===== src/logic/pext_params.svh =====
//////////////////////////////
// Field positions and group codes for the packed-SIMD decoder
// Include wherever instruction fields are sliced or matched
//////////////////////////////

`ifndef PEXT_PARAMS_SVH
`define PEXT_PARAMS_SVH

// Instruction layout
`define PEXT_INSTR_W     32
`define PEXT_FUNCT3_LSB  12
`define PEXT_FUNCT3_W    3
`define PEXT_FUNCT7_LSB  25
`define PEXT_FUNCT7_W    7
`define PEXT_SUBF5_LSB   20
`define PEXT_SUBF5_W     5

// Operator code width, sized for NONE plus 66 kept operators
`define PEXT_OP_W        7

// funct3 groups
`define PEXT_F3_SIMD     3'b000
`define PEXT_F3_WORD     3'b001

// One-operand funct7 groups, selected further by subf5
`define PEXT_F7_UNARY1   7'b101_0110
`define PEXT_F7_UNARY2   7'b101_0111

`endif


===== src/logic/pext_pkg.sv =====
//////////////////////////////
// Types shared by the packed-SIMD decoder blocks
// Modules import this package in their header
//////////////////////////////

`include "pext_params.svh"

package pext_pkg;

  typedef logic [`PEXT_INSTR_W-1:0]  instr_t;
  typedef logic [`PEXT_FUNCT3_W-1:0] funct3_t;
  typedef logic [`PEXT_FUNCT7_W-1:0] funct7_t;
  typedef logic [`PEXT_SUBF5_W-1:0]  subf5_t;

  // Operator codes, NONE is zero and the rest count up in this order
  typedef enum logic [`PEXT_OP_W-1:0] {
    PEXT_OP_NONE,
    // 16-bit add/sub, 1 to 10
    PEXT_OP_ADD16, PEXT_OP_KADD16, PEXT_OP_RADD16, PEXT_OP_UKADD16, PEXT_OP_URADD16,
    PEXT_OP_SUB16, PEXT_OP_KSUB16, PEXT_OP_RSUB16, PEXT_OP_UKSUB16, PEXT_OP_URSUB16,
    // 8-bit add/sub, 11 to 20
    PEXT_OP_ADD8,  PEXT_OP_KADD8,  PEXT_OP_RADD8,  PEXT_OP_UKADD8,  PEXT_OP_URADD8,
    PEXT_OP_SUB8,  PEXT_OP_KSUB8,  PEXT_OP_RSUB8,  PEXT_OP_UKSUB8,  PEXT_OP_URSUB8,
    // Compares, 21 to 30
    PEXT_OP_CMPEQ16, PEXT_OP_SCMPLT16, PEXT_OP_SCMPLE16, PEXT_OP_UCMPLT16, PEXT_OP_UCMPLE16,
    PEXT_OP_CMPEQ8,  PEXT_OP_SCMPLT8,  PEXT_OP_SCMPLE8,  PEXT_OP_UCMPLT8,  PEXT_OP_UCMPLE8,
    // Min/max, 31 to 38
    PEXT_OP_SMIN16, PEXT_OP_SMAX16, PEXT_OP_UMIN16, PEXT_OP_UMAX16,
    PEXT_OP_SMIN8,  PEXT_OP_SMAX8,  PEXT_OP_UMIN8,  PEXT_OP_UMAX8,
    // Shifts, 39 to 50
    PEXT_OP_SRA16, PEXT_OP_SRAI16, PEXT_OP_SRL16, PEXT_OP_SRLI16, PEXT_OP_SLL16, PEXT_OP_SLLI16,
    PEXT_OP_SRA8,  PEXT_OP_SRAI8,  PEXT_OP_SRL8,  PEXT_OP_SRLI8,  PEXT_OP_SLL8,  PEXT_OP_SLLI8,
    // 32-bit add/sub, 51 to 58
    PEXT_OP_KADDW, PEXT_OP_RADDW, PEXT_OP_UKADDW, PEXT_OP_URADDW,
    PEXT_OP_KSUBW, PEXT_OP_RSUBW, PEXT_OP_UKSUBW, PEXT_OP_URSUBW,
    // One-operand group, 59 to 66
    PEXT_OP_KABS8, PEXT_OP_KABS16, PEXT_OP_KABSW,
    PEXT_OP_CLRS8, PEXT_OP_CLRS16, PEXT_OP_CLRS32,
    PEXT_OP_CLZ8,  PEXT_OP_CLZ16
  } pext_op_e;

  // Result of one decoder part
  typedef struct packed {
    logic     hit;
    pext_op_e op;
  } op_hit_t;

  // Registered decode result
  typedef struct packed {
    pext_op_e op;
    logic     illegal;
    logic     imm_instr;
    subf5_t   imm;
    logic     width8;
    logic     width32;
    logic     signed_op;
  } pext_decode_t;

endpackage


===== src/logic/pext_decode_merge.sv =====
//////////////////////////////
// Picks the decoder that matched, derives width and sign
// Result is registered, valid one cycle after the strobe
//////////////////////////////

`timescale 1ns/1ps

module pext_decode_merge import pext_pkg::*; (
  input  logic         clk_i,
  input  logic         arst_n_i,
  input  logic         instr_valid_i,
  input  op_hit_t      table_hit_i,
  input  op_hit_t      unary_hit_i,
  input  subf5_t       imm_i,
  output logic         decode_valid_o,
  output pext_decode_t decode_o
);

  pext_op_e     sel_op;
  pext_decode_t decode_d;

  // At most one part can hit, no funct7 code is shared
  always_comb begin
    if (table_hit_i.hit) begin
      sel_op = table_hit_i.op;
    end else if (unary_hit_i.hit) begin
      sel_op = unary_hit_i.op;
    end else begin
      sel_op = PEXT_OP_NONE;
    end
  end

  //////////////////////////////
  // Attribute classification
  //////////////////////////////
  always_comb begin
    decode_d           = '0;
    decode_d.op        = sel_op;
    decode_d.illegal   = ~(table_hit_i.hit | unary_hit_i.hit);
    decode_d.imm       = imm_i;
    decode_d.imm_instr = sel_op inside {PEXT_OP_SRAI16, PEXT_OP_SRLI16, PEXT_OP_SLLI16,
                                        PEXT_OP_SRAI8,  PEXT_OP_SRLI8,  PEXT_OP_SLLI8};
    case (sel_op)
      PEXT_OP_KADDW, PEXT_OP_RADDW, PEXT_OP_KSUBW, PEXT_OP_RSUBW,
      PEXT_OP_KABSW, PEXT_OP_CLRS32: begin
        decode_d.width32   = 1'b1;
        decode_d.signed_op = 1'b1;
      end
      PEXT_OP_UKADDW, PEXT_OP_URADDW, PEXT_OP_UKSUBW, PEXT_OP_URSUBW: begin
        decode_d.width32   = 1'b1;
      end
      PEXT_OP_ADD16, PEXT_OP_KADD16, PEXT_OP_RADD16, PEXT_OP_SUB16, PEXT_OP_KSUB16,
      PEXT_OP_RSUB16, PEXT_OP_CMPEQ16, PEXT_OP_SCMPLT16, PEXT_OP_SCMPLE16,
      PEXT_OP_SMIN16, PEXT_OP_SMAX16, PEXT_OP_SRA16, PEXT_OP_SRAI16,
      PEXT_OP_KABS16, PEXT_OP_CLRS16: begin
        decode_d.signed_op = 1'b1;
      end
      PEXT_OP_ADD8, PEXT_OP_KADD8, PEXT_OP_RADD8, PEXT_OP_SUB8, PEXT_OP_KSUB8,
      PEXT_OP_RSUB8, PEXT_OP_CMPEQ8, PEXT_OP_SCMPLT8, PEXT_OP_SCMPLE8,
      PEXT_OP_SMIN8, PEXT_OP_SMAX8, PEXT_OP_SRA8, PEXT_OP_SRAI8,
      PEXT_OP_KABS8, PEXT_OP_CLRS8: begin
        decode_d.width8    = 1'b1;
        decode_d.signed_op = 1'b1;
      end
      PEXT_OP_UKADD8, PEXT_OP_URADD8, PEXT_OP_UKSUB8, PEXT_OP_URSUB8,
      PEXT_OP_UCMPLT8, PEXT_OP_UCMPLE8, PEXT_OP_UMIN8, PEXT_OP_UMAX8,
      PEXT_OP_SRL8, PEXT_OP_SRLI8, PEXT_OP_SLL8, PEXT_OP_SLLI8, PEXT_OP_CLZ8: begin
        decode_d.width8    = 1'b1;
      end
      // Unsigned 16-bit and NONE keep every attribute clear
      default: ;
    endcase
  end

  //////////////////////////////
  // Output register
  //////////////////////////////
  always_ff @(posedge clk_i or negedge arst_n_i) begin
    if (!arst_n_i) begin
      decode_valid_o <= 1'b0;
      decode_o       <= '0;
    end else begin
      decode_valid_o <= instr_valid_i;
      if (instr_valid_i) begin
        decode_o <= decode_d;
      end
    end
  end

endmodule


===== src/logic/pext_decoder_top.sv =====
//////////////////////////////
// Packed-SIMD decoder top, strobe in and result one cycle later
// No back-pressure, take each result in its valid cycle
//////////////////////////////

`timescale 1ns/1ps

`include "pext_params.svh"

module pext_decoder_top import pext_pkg::*; (
  input  logic         clk_i,
  input  logic         arst_n_i,
  input  logic         instr_valid_i,
  input  instr_t       instr_i,
  output logic         decode_valid_o,
  output pext_decode_t decode_o
);

  funct3_t funct3;
  funct7_t funct7;
  subf5_t  subf5;
  op_hit_t table_hit;
  op_hit_t unary_hit;

  // Field split, subf5 doubles as the shift immediate
  assign funct3 = instr_i[`PEXT_FUNCT3_LSB +: `PEXT_FUNCT3_W];
  assign funct7 = instr_i[`PEXT_FUNCT7_LSB +: `PEXT_FUNCT7_W];
  assign subf5  = instr_i[`PEXT_SUBF5_LSB +: `PEXT_SUBF5_W];

  pext_op_decoder i_pext_op_decoder (
    .funct3_i    (funct3),
    .funct7_i    (funct7),
    .table_hit_o (table_hit)
  );

  pext_unary_decoder i_pext_unary_decoder (
    .funct3_i    (funct3),
    .funct7_i    (funct7),
    .subf5_i     (subf5),
    .unary_hit_o (unary_hit)
  );

  pext_decode_merge i_pext_decode_merge (
    .clk_i          (clk_i),
    .arst_n_i       (arst_n_i),
    .instr_valid_i  (instr_valid_i),
    .table_hit_i    (table_hit),
    .unary_hit_i    (unary_hit),
    .imm_i          (subf5),
    .decode_valid_o (decode_valid_o),
    .decode_o       (decode_o)
  );

endmodule


===== src/logic/pext_op_decoder.sv =====
//////////////////////////////
// Two-operand operator table, funct3 first then funct7
// Purely combinational, one half of the decoder
//////////////////////////////

`timescale 1ns/1ps

`include "pext_params.svh"

module pext_op_decoder import pext_pkg::*; (
  input  funct3_t funct3_i,
  input  funct7_t funct7_i,
  output op_hit_t table_hit_o
);

  pext_op_e table_op;

  always_comb begin
    table_op = PEXT_OP_NONE;
    case (funct3_i)
      `PEXT_F3_SIMD: begin
        case (funct7_i)
          // 16-bit add/sub
          7'b010_0000: table_op = PEXT_OP_ADD16;
          7'b000_1000: table_op = PEXT_OP_KADD16;
          7'b000_0000: table_op = PEXT_OP_RADD16;
          7'b001_1000: table_op = PEXT_OP_UKADD16;
          7'b001_0000: table_op = PEXT_OP_URADD16;
          7'b010_0001: table_op = PEXT_OP_SUB16;
          7'b000_1001: table_op = PEXT_OP_KSUB16;
          7'b000_0001: table_op = PEXT_OP_RSUB16;
          7'b001_1001: table_op = PEXT_OP_UKSUB16;
          7'b001_0001: table_op = PEXT_OP_URSUB16;
          // 8-bit add/sub
          7'b010_0100: table_op = PEXT_OP_ADD8;
          7'b000_1100: table_op = PEXT_OP_KADD8;
          7'b000_0100: table_op = PEXT_OP_RADD8;
          7'b001_1100: table_op = PEXT_OP_UKADD8;
          7'b001_0100: table_op = PEXT_OP_URADD8;
          7'b010_0101: table_op = PEXT_OP_SUB8;
          7'b000_1101: table_op = PEXT_OP_KSUB8;
          7'b000_0101: table_op = PEXT_OP_RSUB8;
          7'b001_1101: table_op = PEXT_OP_UKSUB8;
          7'b001_0101: table_op = PEXT_OP_URSUB8;
          // Compares
          7'b010_0110: table_op = PEXT_OP_CMPEQ16;
          7'b000_0110: table_op = PEXT_OP_SCMPLT16;
          7'b000_1110: table_op = PEXT_OP_SCMPLE16;
          7'b001_0110: table_op = PEXT_OP_UCMPLT16;
          7'b001_1110: table_op = PEXT_OP_UCMPLE16;
          7'b010_0111: table_op = PEXT_OP_CMPEQ8;
          7'b000_0111: table_op = PEXT_OP_SCMPLT8;
          7'b000_1111: table_op = PEXT_OP_SCMPLE8;
          7'b001_0111: table_op = PEXT_OP_UCMPLT8;
          7'b001_1111: table_op = PEXT_OP_UCMPLE8;
          // Min/max
          7'b100_0000: table_op = PEXT_OP_SMIN16;
          7'b100_0001: table_op = PEXT_OP_SMAX16;
          7'b100_1000: table_op = PEXT_OP_UMIN16;
          7'b100_1001: table_op = PEXT_OP_UMAX16;
          7'b100_0100: table_op = PEXT_OP_SMIN8;
          7'b100_0101: table_op = PEXT_OP_SMAX8;
          7'b100_1100: table_op = PEXT_OP_UMIN8;
          7'b100_1101: table_op = PEXT_OP_UMAX8;
          // Shifts, bit 4 of funct7 picks the immediate form
          7'b010_1000: table_op = PEXT_OP_SRA16;
          7'b011_1000: table_op = PEXT_OP_SRAI16;
          7'b010_1001: table_op = PEXT_OP_SRL16;
          7'b011_1001: table_op = PEXT_OP_SRLI16;
          7'b010_1010: table_op = PEXT_OP_SLL16;
          7'b011_1010: table_op = PEXT_OP_SLLI16;
          7'b010_1100: table_op = PEXT_OP_SRA8;
          7'b011_1100: table_op = PEXT_OP_SRAI8;
          7'b010_1101: table_op = PEXT_OP_SRL8;
          7'b011_1101: table_op = PEXT_OP_SRLI8;
          7'b010_1110: table_op = PEXT_OP_SLL8;
          7'b011_1110: table_op = PEXT_OP_SLLI8;
          // Unary funct7 codes fall through, the unary decoder owns them
          default:     table_op = PEXT_OP_NONE;
        endcase
      end

      `PEXT_F3_WORD: begin
        case (funct7_i)
          7'b000_0000: table_op = PEXT_OP_KADDW;
          7'b001_0000: table_op = PEXT_OP_RADDW;
          7'b000_1000: table_op = PEXT_OP_UKADDW;
          7'b001_1000: table_op = PEXT_OP_URADDW;
          7'b000_0001: table_op = PEXT_OP_KSUBW;
          7'b001_0001: table_op = PEXT_OP_RSUBW;
          7'b000_1001: table_op = PEXT_OP_UKSUBW;
          7'b001_1001: table_op = PEXT_OP_URSUBW;
          default:     table_op = PEXT_OP_NONE;
        endcase
      end

      default: table_op = PEXT_OP_NONE;
    endcase
  end

  // Every table entry is a real operator, so NONE means no match
  assign table_hit_o.hit = (table_op != PEXT_OP_NONE);
  assign table_hit_o.op  = table_op;

endmodule


===== src/logic/pext_unary_decoder.sv =====
//////////////////////////////
// One-operand group decoder, keyed on the subf5 field
// Runs beside the two-operand table
//////////////////////////////

`timescale 1ns/1ps

`include "pext_params.svh"

module pext_unary_decoder import pext_pkg::*; (
  input  funct3_t funct3_i,
  input  funct7_t funct7_i,
  input  subf5_t  subf5_i,
  output op_hit_t unary_hit_o
);

  pext_op_e unary_op;
  logic     in_simd;

  assign in_simd = (funct3_i == `PEXT_F3_SIMD);

  always_comb begin
    unary_op = PEXT_OP_NONE;
    if (in_simd && funct7_i == `PEXT_F7_UNARY1) begin
      // Saturating absolute value
      case (subf5_i)
        5'b1_0000: unary_op = PEXT_OP_KABS8;
        5'b1_0001: unary_op = PEXT_OP_KABS16;
        5'b1_0100: unary_op = PEXT_OP_KABSW;
        default:   unary_op = PEXT_OP_NONE;
      endcase
    end else if (in_simd && funct7_i == `PEXT_F7_UNARY2) begin
      // Leading bit counts
      case (subf5_i)
        5'b0_0000: unary_op = PEXT_OP_CLRS8;
        5'b0_1000: unary_op = PEXT_OP_CLRS16;
        5'b1_1000: unary_op = PEXT_OP_CLRS32;
        5'b0_0001: unary_op = PEXT_OP_CLZ8;
        5'b0_1001: unary_op = PEXT_OP_CLZ16;
        default:   unary_op = PEXT_OP_NONE;
      endcase
    end
  end

  assign unary_hit_o.hit = (unary_op != PEXT_OP_NONE);
  assign unary_hit_o.op  = unary_op;

endmodule


===== config.mk =====
export PLATFORM = sky130hd
export DESIGN_NAME = pext_decoder_top
export DESIGN_NICKNAME = d
export VERILOG_FILES = /design/src/logic/pext_pkg.sv /design/src/logic/pext_decode_merge.sv /design/src/logic/pext_decoder_top.sv /design/src/logic/pext_op_decoder.sv /design/src/logic/pext_unary_decoder.sv
export VERILOG_INCLUDE_DIRS = /design/src /design/src/logic
export SDC_FILE = /design/constraint.sdc
export NUM_CORES = 1
export LEC_CHECK = 0
export BUFFER_PORTS_ARGS = -buffer_cell sky130_fd_sc_hd__buf_4
export CAP_MARGIN = 10
export CORE_UTILIZATION = 41
export CTS_BUF_LIST = sky130_fd_sc_hd__clkbuf_4
export DETAILED_ROUTE_END_ITERATION = 16
export GPL_TIMING_DRIVEN = 0
export PLACE_DENSITY = 0.7
export SLEW_MARGIN = 20
export SYNTH_ARGS = -nofsm -noshare
export SYNTH_HDL_FRONTEND = slang
export SYNTH_SLANG_ARGS = --single-unit

===== constraint.sdc =====
create_clock -name clk_i -period 1.07 [get_ports clk_i]
set_clock_uncertainty 0.05 [all_clocks]
set_input_delay 0.214 -clock clk_i [delete_from_list [all_inputs] [get_ports clk_i]]
set_output_delay 0.214 -clock clk_i [all_outputs]
set_load 0.1 [all_outputs]

==> flow_summary.toml, run 1 <==
[run_status]
status = "finished with violations"
violations = "negative setup slack"

[sta]
fmax_ghz = 0.393
fin_crit_sh_pct = 238
setup_viol_count_final = 30
finalHoldViolations = 0
layout_setup_ws_ns = -1.47
tightest_slew_ns = 0.548
period_minus_slack_ns = 2.54
slew_headroom_pct = 63.5
drv_slew = 0
rsz0062_at_grt = "yes"

[die]
rows = 26
dieArea_mm2 = 0.00557
fp.dieW_um = 74.6
die_h_um = 74.6
boundaryPins = 53
fp.coreArea_mm2 = 0.00511
initial_utilization_pct = 42.3

[setup_path]
worstPathRequired_ns = 1.18
crit_type = "in2reg"
end_kind = "flop"
crit_fanout = 5
worstPathArrival_ns = 2.65
crit_path_start_kind = "primary input"

[placement]
port_buffers = 32
dpl-instance-area_mm2 = 0.00271
place_hpwl_mm = 4.95
gp_congestion = 0.998

[power]
vdd_drop_max_v = 0.000593
p_leak_nw = 1.52
cellPowerDensity_mw_per_mm2 = 707
report.power.total_mw = 2.78

[drt]
drc = 0
first_iter_violations = 317
final_antenna_net_count = 0
vias = 2859
wire_per_inst_um = 20.8
dr.pass1.iters = 5
via_per_inst = 6.51
routed_wl_mm = 9.14

[synthesis]
synth-compound-area-share_pct = 31.3
synth_edf_count = 0
synthXorXnorAreaFrac_pct = 1.22
synth_top_area_share_pct = 20.8
seq_area_frac_synth_pct = 20.8
ys_async_sr_fraction_pct = 100
syn_inst = 282
ys_warn_count = 0
synthMuxAreaShare_pct = 7.00
postSynthAreaPerCell_um2 = 7.67
yosys-top-cells-area = "dfrtp_1 (21%), ha_1 (4.6%), o21ai_0 (3.7%)"
yosysUniqueCellTypes = 70
synth-adder-area-share_pct = 4.63
synth_top_family_by_area = "compound AO/OA/AOI/OAI gates"
synth_top_area_cell = "dfrtp_1"
ys_ff_latch = 18
syn_area_mm2 = 0.00216
yosys.area_share.simple_pct = 27.8
synth-main-ff-cell = "dfrtp_1"
synth_nets = 325

[cells_and_area]
final_area_mm2 = 0.00393
layout_common_cells = "buf_4 (51), buf_12 (22), buf_6 (18)"
drive_above_1_share_pct = 56.4
final_nets = 413
diodes = 0
final_common_cell = "buf_4"
areaGrowthSynthToFinish_pct = 81.7

[grt]
grt_pass1_wl_mm = 12.5
grt_pass1_vias = 2616
antenna_found_initial = 0
grt_overflow = 0
grt_max_degree = 19
grtUsageTotal_pct = 28.9

[clock_network]
root_buffer = "clkbuf_4"
cts.sinks = 18
clk_latency_ns = 0.28
numCtsBuffers = 3
clk_path_buf_depth = 2
htreeDepth = 1
clk_pin_slew_ns = 0.12
tritoncts = "built"

[job]
drv_cap = 0

[hold_path]
hold_class = "in2reg"
-- layer usage --
metal / GRT usage, % / up-vias / wire length [um]
met5: 0 / - / 0
met4: 12.4 / 0 / 498
met3: 2.01 / 56 / 678
met2: 54.3 / 198 / 4580
met1: 33.8 / 1358 / 3380
li1: - / 1247 / -
-- flip-flops by register name, summed over array words and instances, names as in the netlist --
| signal | count |
|---|---|
| i_pext_decode_merge.decode_valid_o | 1 |
| i_pext_decode_merge.decode_o | 17 |
-- cell families (layout without fill, tap and decap cells) --
kind of cell,count (synthesis),after routing
XOR/XNOR,3,3
adder cells (fa/ha/maj),8,8
AND/OR/NAND/NOR,107,107
flip-flops,18,18
multiplexers,13,13
buffers and inverters,38,125
AO/OA/AOI/OAI,95,95
-- cells in the mapped netlist (3+ instances only) --
cell and n:
o211ai_1 3, nor2b_1 7, and3_1 3, mux2i_1 5, inv_1 12, dfrtp_1 18, nor4b_1 3, nand2b_1 8
ha_1 8, buf_2 11, nor4_1 4, o21ai_0 16, o2111ai_1 5, nand3_1 8, nor3b_1 3, a211o_1 3
o21a_1 5, clkbuf_1 14, a21oi_1 15, mux2_2 7, or3_1 3, nand4_1 4, nand2_1 19, o31ai_1 3
a21boi_0 4, nor3_1 8, a31oi_1 7, nor2_1 19, a211oi_1 5
-- worst max-delay path, stage by stage --
cell and delay [ns]:
buf_16 0.11, inv_16 0.04, ha_4 0.15, clkbuf_16 0.14, buf_6 0.12, nor2_2 0.14
o21ai_1 0.11, a31oi_1 0.23, a31oi_2 0.09, o31ai_4 0.40, buf_6 0.18, o21bai_1 0.09
a311o_1 0.29, a22oi_1 0.22, a31oi_1 0.12
-- final timing paths --
check | slack (ns) | cells after the start | from | endpoint
max | -1.47 | 15 | instr_i[26] | i_pext_decode_merge.decode_o[0]
min | 0.13 | 2 | instr_i[21] | i_pext_decode_merge.decode_o[4]
max reg2reg | 0.03 | 2 | i_pext_decode_merge.decode_o[4] | i_pext_decode_merge.decode_o[4]
min reg2reg | 0.50 | 1 | i_pext_decode_merge.decode_o[10] | i_pext_decode_merge.decode_o[10]
max in group asynchronous | 0.47 | 2 | arst_n_i | i_pext_decode_merge.decode_o[1]
min in group asynchronous | 0.26 | 2 | arst_n_i | i_pext_decode_merge.decode_o[5]
-- power by group --
part           internal [mW]  switching, mW  total (mW)
logic                  0.675          0.943        1.62
clock network          0.135          0.213       0.348
registers              0.750         0.0610       0.811
-- repair_timing --
action | CTS | global route
pin swaps | 24 | 37
resized for setup | 117 | 70
setup buffers | 30 | 24
endpoints found under the hold margin | 19 | 0
hold buffers | 2 | 0
endpoints found under the setup margin | 30 | 30
-- final cells by class --
type | instances | area [um^2]
clock inverter | 1 | 3.75
clock buffer | 3 | 22.5
multi-input combinational | 226 | 2030
timing repair buffer | 86 | 992
sequential | 18 | 484
tap | 70 | 87.6
buffer | 23 | 240
inverter | 12 | 68.8
fill | 305 | 1180
-- metrics by stage --
| stage | instances | TNS (ns) | setup slack [ns] | utilization (%) | hold slack [ns] |
|---|---|---|---|---|---|
| final | 439 | -12.92 | -1.47 | 76.9 | 0.135 |
| after global routing | 439 | -13.94 | -1.52 | 76.9 | 0.144 |
| after CTS | 417 | -12.45 | -1.38 | 68.3 | 0.141 |
| after detailed placement | 384 | -18.02 | -2.12 | 53.0 | 0.0386 |
| after global placement | 384 | -17.87 | -2.14 | 53.0 | 0.0407 |
| after floorplan | 282 | -11.40 | -1.51 | - | -0.132 |
(Power assumes the default switching activity.)
==> run 2, diff against run 1 <==
BUFFER_PORTS_ARGS = unset   (was -buffer_cell sky130_fd_sc_hd__buf_4)
DONT_BUFFER_PORTS = 1   (was unset)
PLACE_DENSITY = 0.61   (was 0.7)
==> run 2 against run 1 <==
The run still ends with negative setup slack left. Register-to-register slack lost 0.27 ns. Critical path depth shrank 5. Hold slack lost 0.12 ns. Sequential share of layout area grew 3.6 points. Critical path type unchanged. Largest cell class unchanged. Largest power group is now registers. Highest routed layer unchanged.
==> flow_summary.toml, run 2 (synthesized netlist as in run 1, its figures left out) <==
[die]
die_h_um = 74.6
rows = 26
fp.dieW_um = 74.6
fp.coreArea_mm2 = 0.00511
boundaryPins = 53
initial_utilization_pct = 42.3
dieArea_mm2 = 0.00557

[power]
combPwrFrac_pct = 33.6
vdd_drop_max_v = 0.00105
pwr-share-seq_pct = 51.7
p_switching_mw = 1.03
p_leak_nw = 1.19
report.power.total_mw = 2.31
intPower_mw = 1.28
p_clk_share_pct = 14.7
swShare_pct = 44.7
cellPowerDensity_mw_per_mm2 = 718

[setup_path]
crit_path_start_kind = "primary input"
worstPathRequired_ns = 1.20
crit_fanout = 5
path_cells = "buf_12, or3b_4, or3_4, or4_4, nand2b_4, nor2_4, and2_4, a311o_1, a22oi_1, a31oi_1"
end_kind = "flop"
r2r-start = "i_pext_decode_merge.decode_o[0]"
critical-path-top-delay-family = "simple AND/OR/NAND/NOR gates"
startpoint = "instr_i[27]"
critPathBufInv = 1
crit_type = "in2reg"
worstPathArrival_ns = 2.44
slowest_delay_ns = 0.53
crit_slowest_cell = "or4_4"

[hold_path]
hold_class = "in2async"

[sta]
fmax_ghz = 0.433
period_minus_slack_ns = 2.31
rsz0062_at_grt = "yes"
setup_viol_count_final = 35
drv_slew = 0
layout_setup_ws_ns = -1.24
tightest_slew_ns = 0.893
fin_crit_sh_pct = 216
finalHoldViolations = 0
slew_headroom_pct = 40.5
holdWs_ns = 0.0166

[clock_network]
tritoncts = "built"
clk_latency_ns = 0.29
clk_pin_slew_ns = 0.10
cts.sinks = 18
htreeDepth = 1
root_buffer = "clkbuf_4"
numCtsBuffers = 3
clk_path_buf_depth = 2

[grt]
grtUsageTotal_pct = 27.0
grtUsageMet3_pct = 8.30
grt_use_met2_pct = 40.1
grt_pass1_wl_mm = 11.7
grt_pass1_vias = 2354
grt_max_degree = 19
grt_busiest_layer = "met2"
grtUsageMet1_pct = 39.2
antenna_found_initial = 0
grt_overflow = 0

[cells_and_area]
final_nets = 367
top_register = "i_pext_decode_merge.decode_o"
fillers = 446
final_common_cell = "buf_4"
final_area_mm2 = 0.00322
layout_common_cells = "buf_4 (26), nor2_1 (17), dfrtp_4 (17)"
diodes = 0
drive_above_1_share_pct = 45.2
multi_input_area_mm2 = 0.00190
areaGrowthSynthToFinish_pct = 48.9
largest_reg_flops = 17
reg_top3 = "i_pext_decode_merge.decode_o (17), i_pext_decode_merge.decode_valid_o (1)"
seq_area_um2 = 514
final_core_util_pct = 63.0
layout.cells.non_filler = 393

[drt]
drc = 0
first_iter_violations = 223
dr.pass1.iters = 5
wire_per_inst_um = 18.5
routed_wl_mm = 7.26
via_per_inst = 6.27
vias = 2465
final_antenna_net_count = 0

[placement]
place_hpwl_mm = 4.76
place_inst = 352
gp_congestion = 0.942
dpl-instance-area_mm2 = 0.00247
port_buffers = 0

[run_status]
violations = "negative setup slack"
status = "finished with violations"

[job]
drv_cap = 0
==> run 2: path summary, 6_finish.rpt <==
check / endpoint / slack (ns) / cells after the start
setup / recovery: i_pext_decode_merge.decode_o[0] / -1.24 / 10
hold / removal: i_pext_decode_merge.decode_valid_o / 0.02 / 1
setup reg to reg: i_pext_decode_merge.decode_o[0] / -0.24 / 2
hold reg to reg: i_pext_decode_merge.decode_o[10] / 0.76 / 1
max in group asynchronous: i_pext_decode_merge.decode_o[14] / 0.37 / 1
min in group clk_i: i_pext_decode_merge.decode_o[7] / 0.02 / 1
==> run 2: power groups by stage <==
| stage | Sequential (mW) | Combinational (mW) | Clock [mW] |
|---|---|---|---|
| 3_3_place_gp | 1.19 | 0.540 | 0 |
| 5_1_grt | 1.20 | 0.837 | 0.381 |
| 2_1_floorplan | 1.18 | 0.439 | 0 |
| 6_report | 1.19 | 0.776 | 0.340 |
| 4_1_cts | 1.20 | 0.724 | 0.352 |
| 3_5_place_dp | 1.19 | 0.539 | 0 |
==> run 2: timing repair <==
action	CTS	global route
resized for setup	89	23
setup buffers	27	9
cloned	1	0
setup endpoints to repair	35	53
pin swaps	20	14
hold endpoints to repair	19	1
hold buffers	2	1
==> run 2: metrics by stage <==
step / worst slack [ns] / TNS [ns]
global placement: -1.95 / -16.02
finish: -1.24 / -11.82
floorplan: -1.51 / -11.40
CTS: -1.27 / -13.36
global route: -1.33 / -13.32
detailed placement: -1.93 / -15.83
==> run 2: routing by layer <==
layer	vias up	share of wire (%)
li1	1158	-
met1	1162	44
met2	135	46
met3	10	9.5
met4	0	0.94
met5	-	0
==> run 2: final cells by class <==
class | count | area share, %
plain buffers | 23 | 7.46
multi-input cells | 226 | 58.9
well taps | 70 | 2.72
inverters | 12 | 2.29
repair buffers | 40 | 11.8
clock buffers | 3 | 0.700
flip-flops and latches | 18 | 16.0
clock inverters | 1 | 0.117
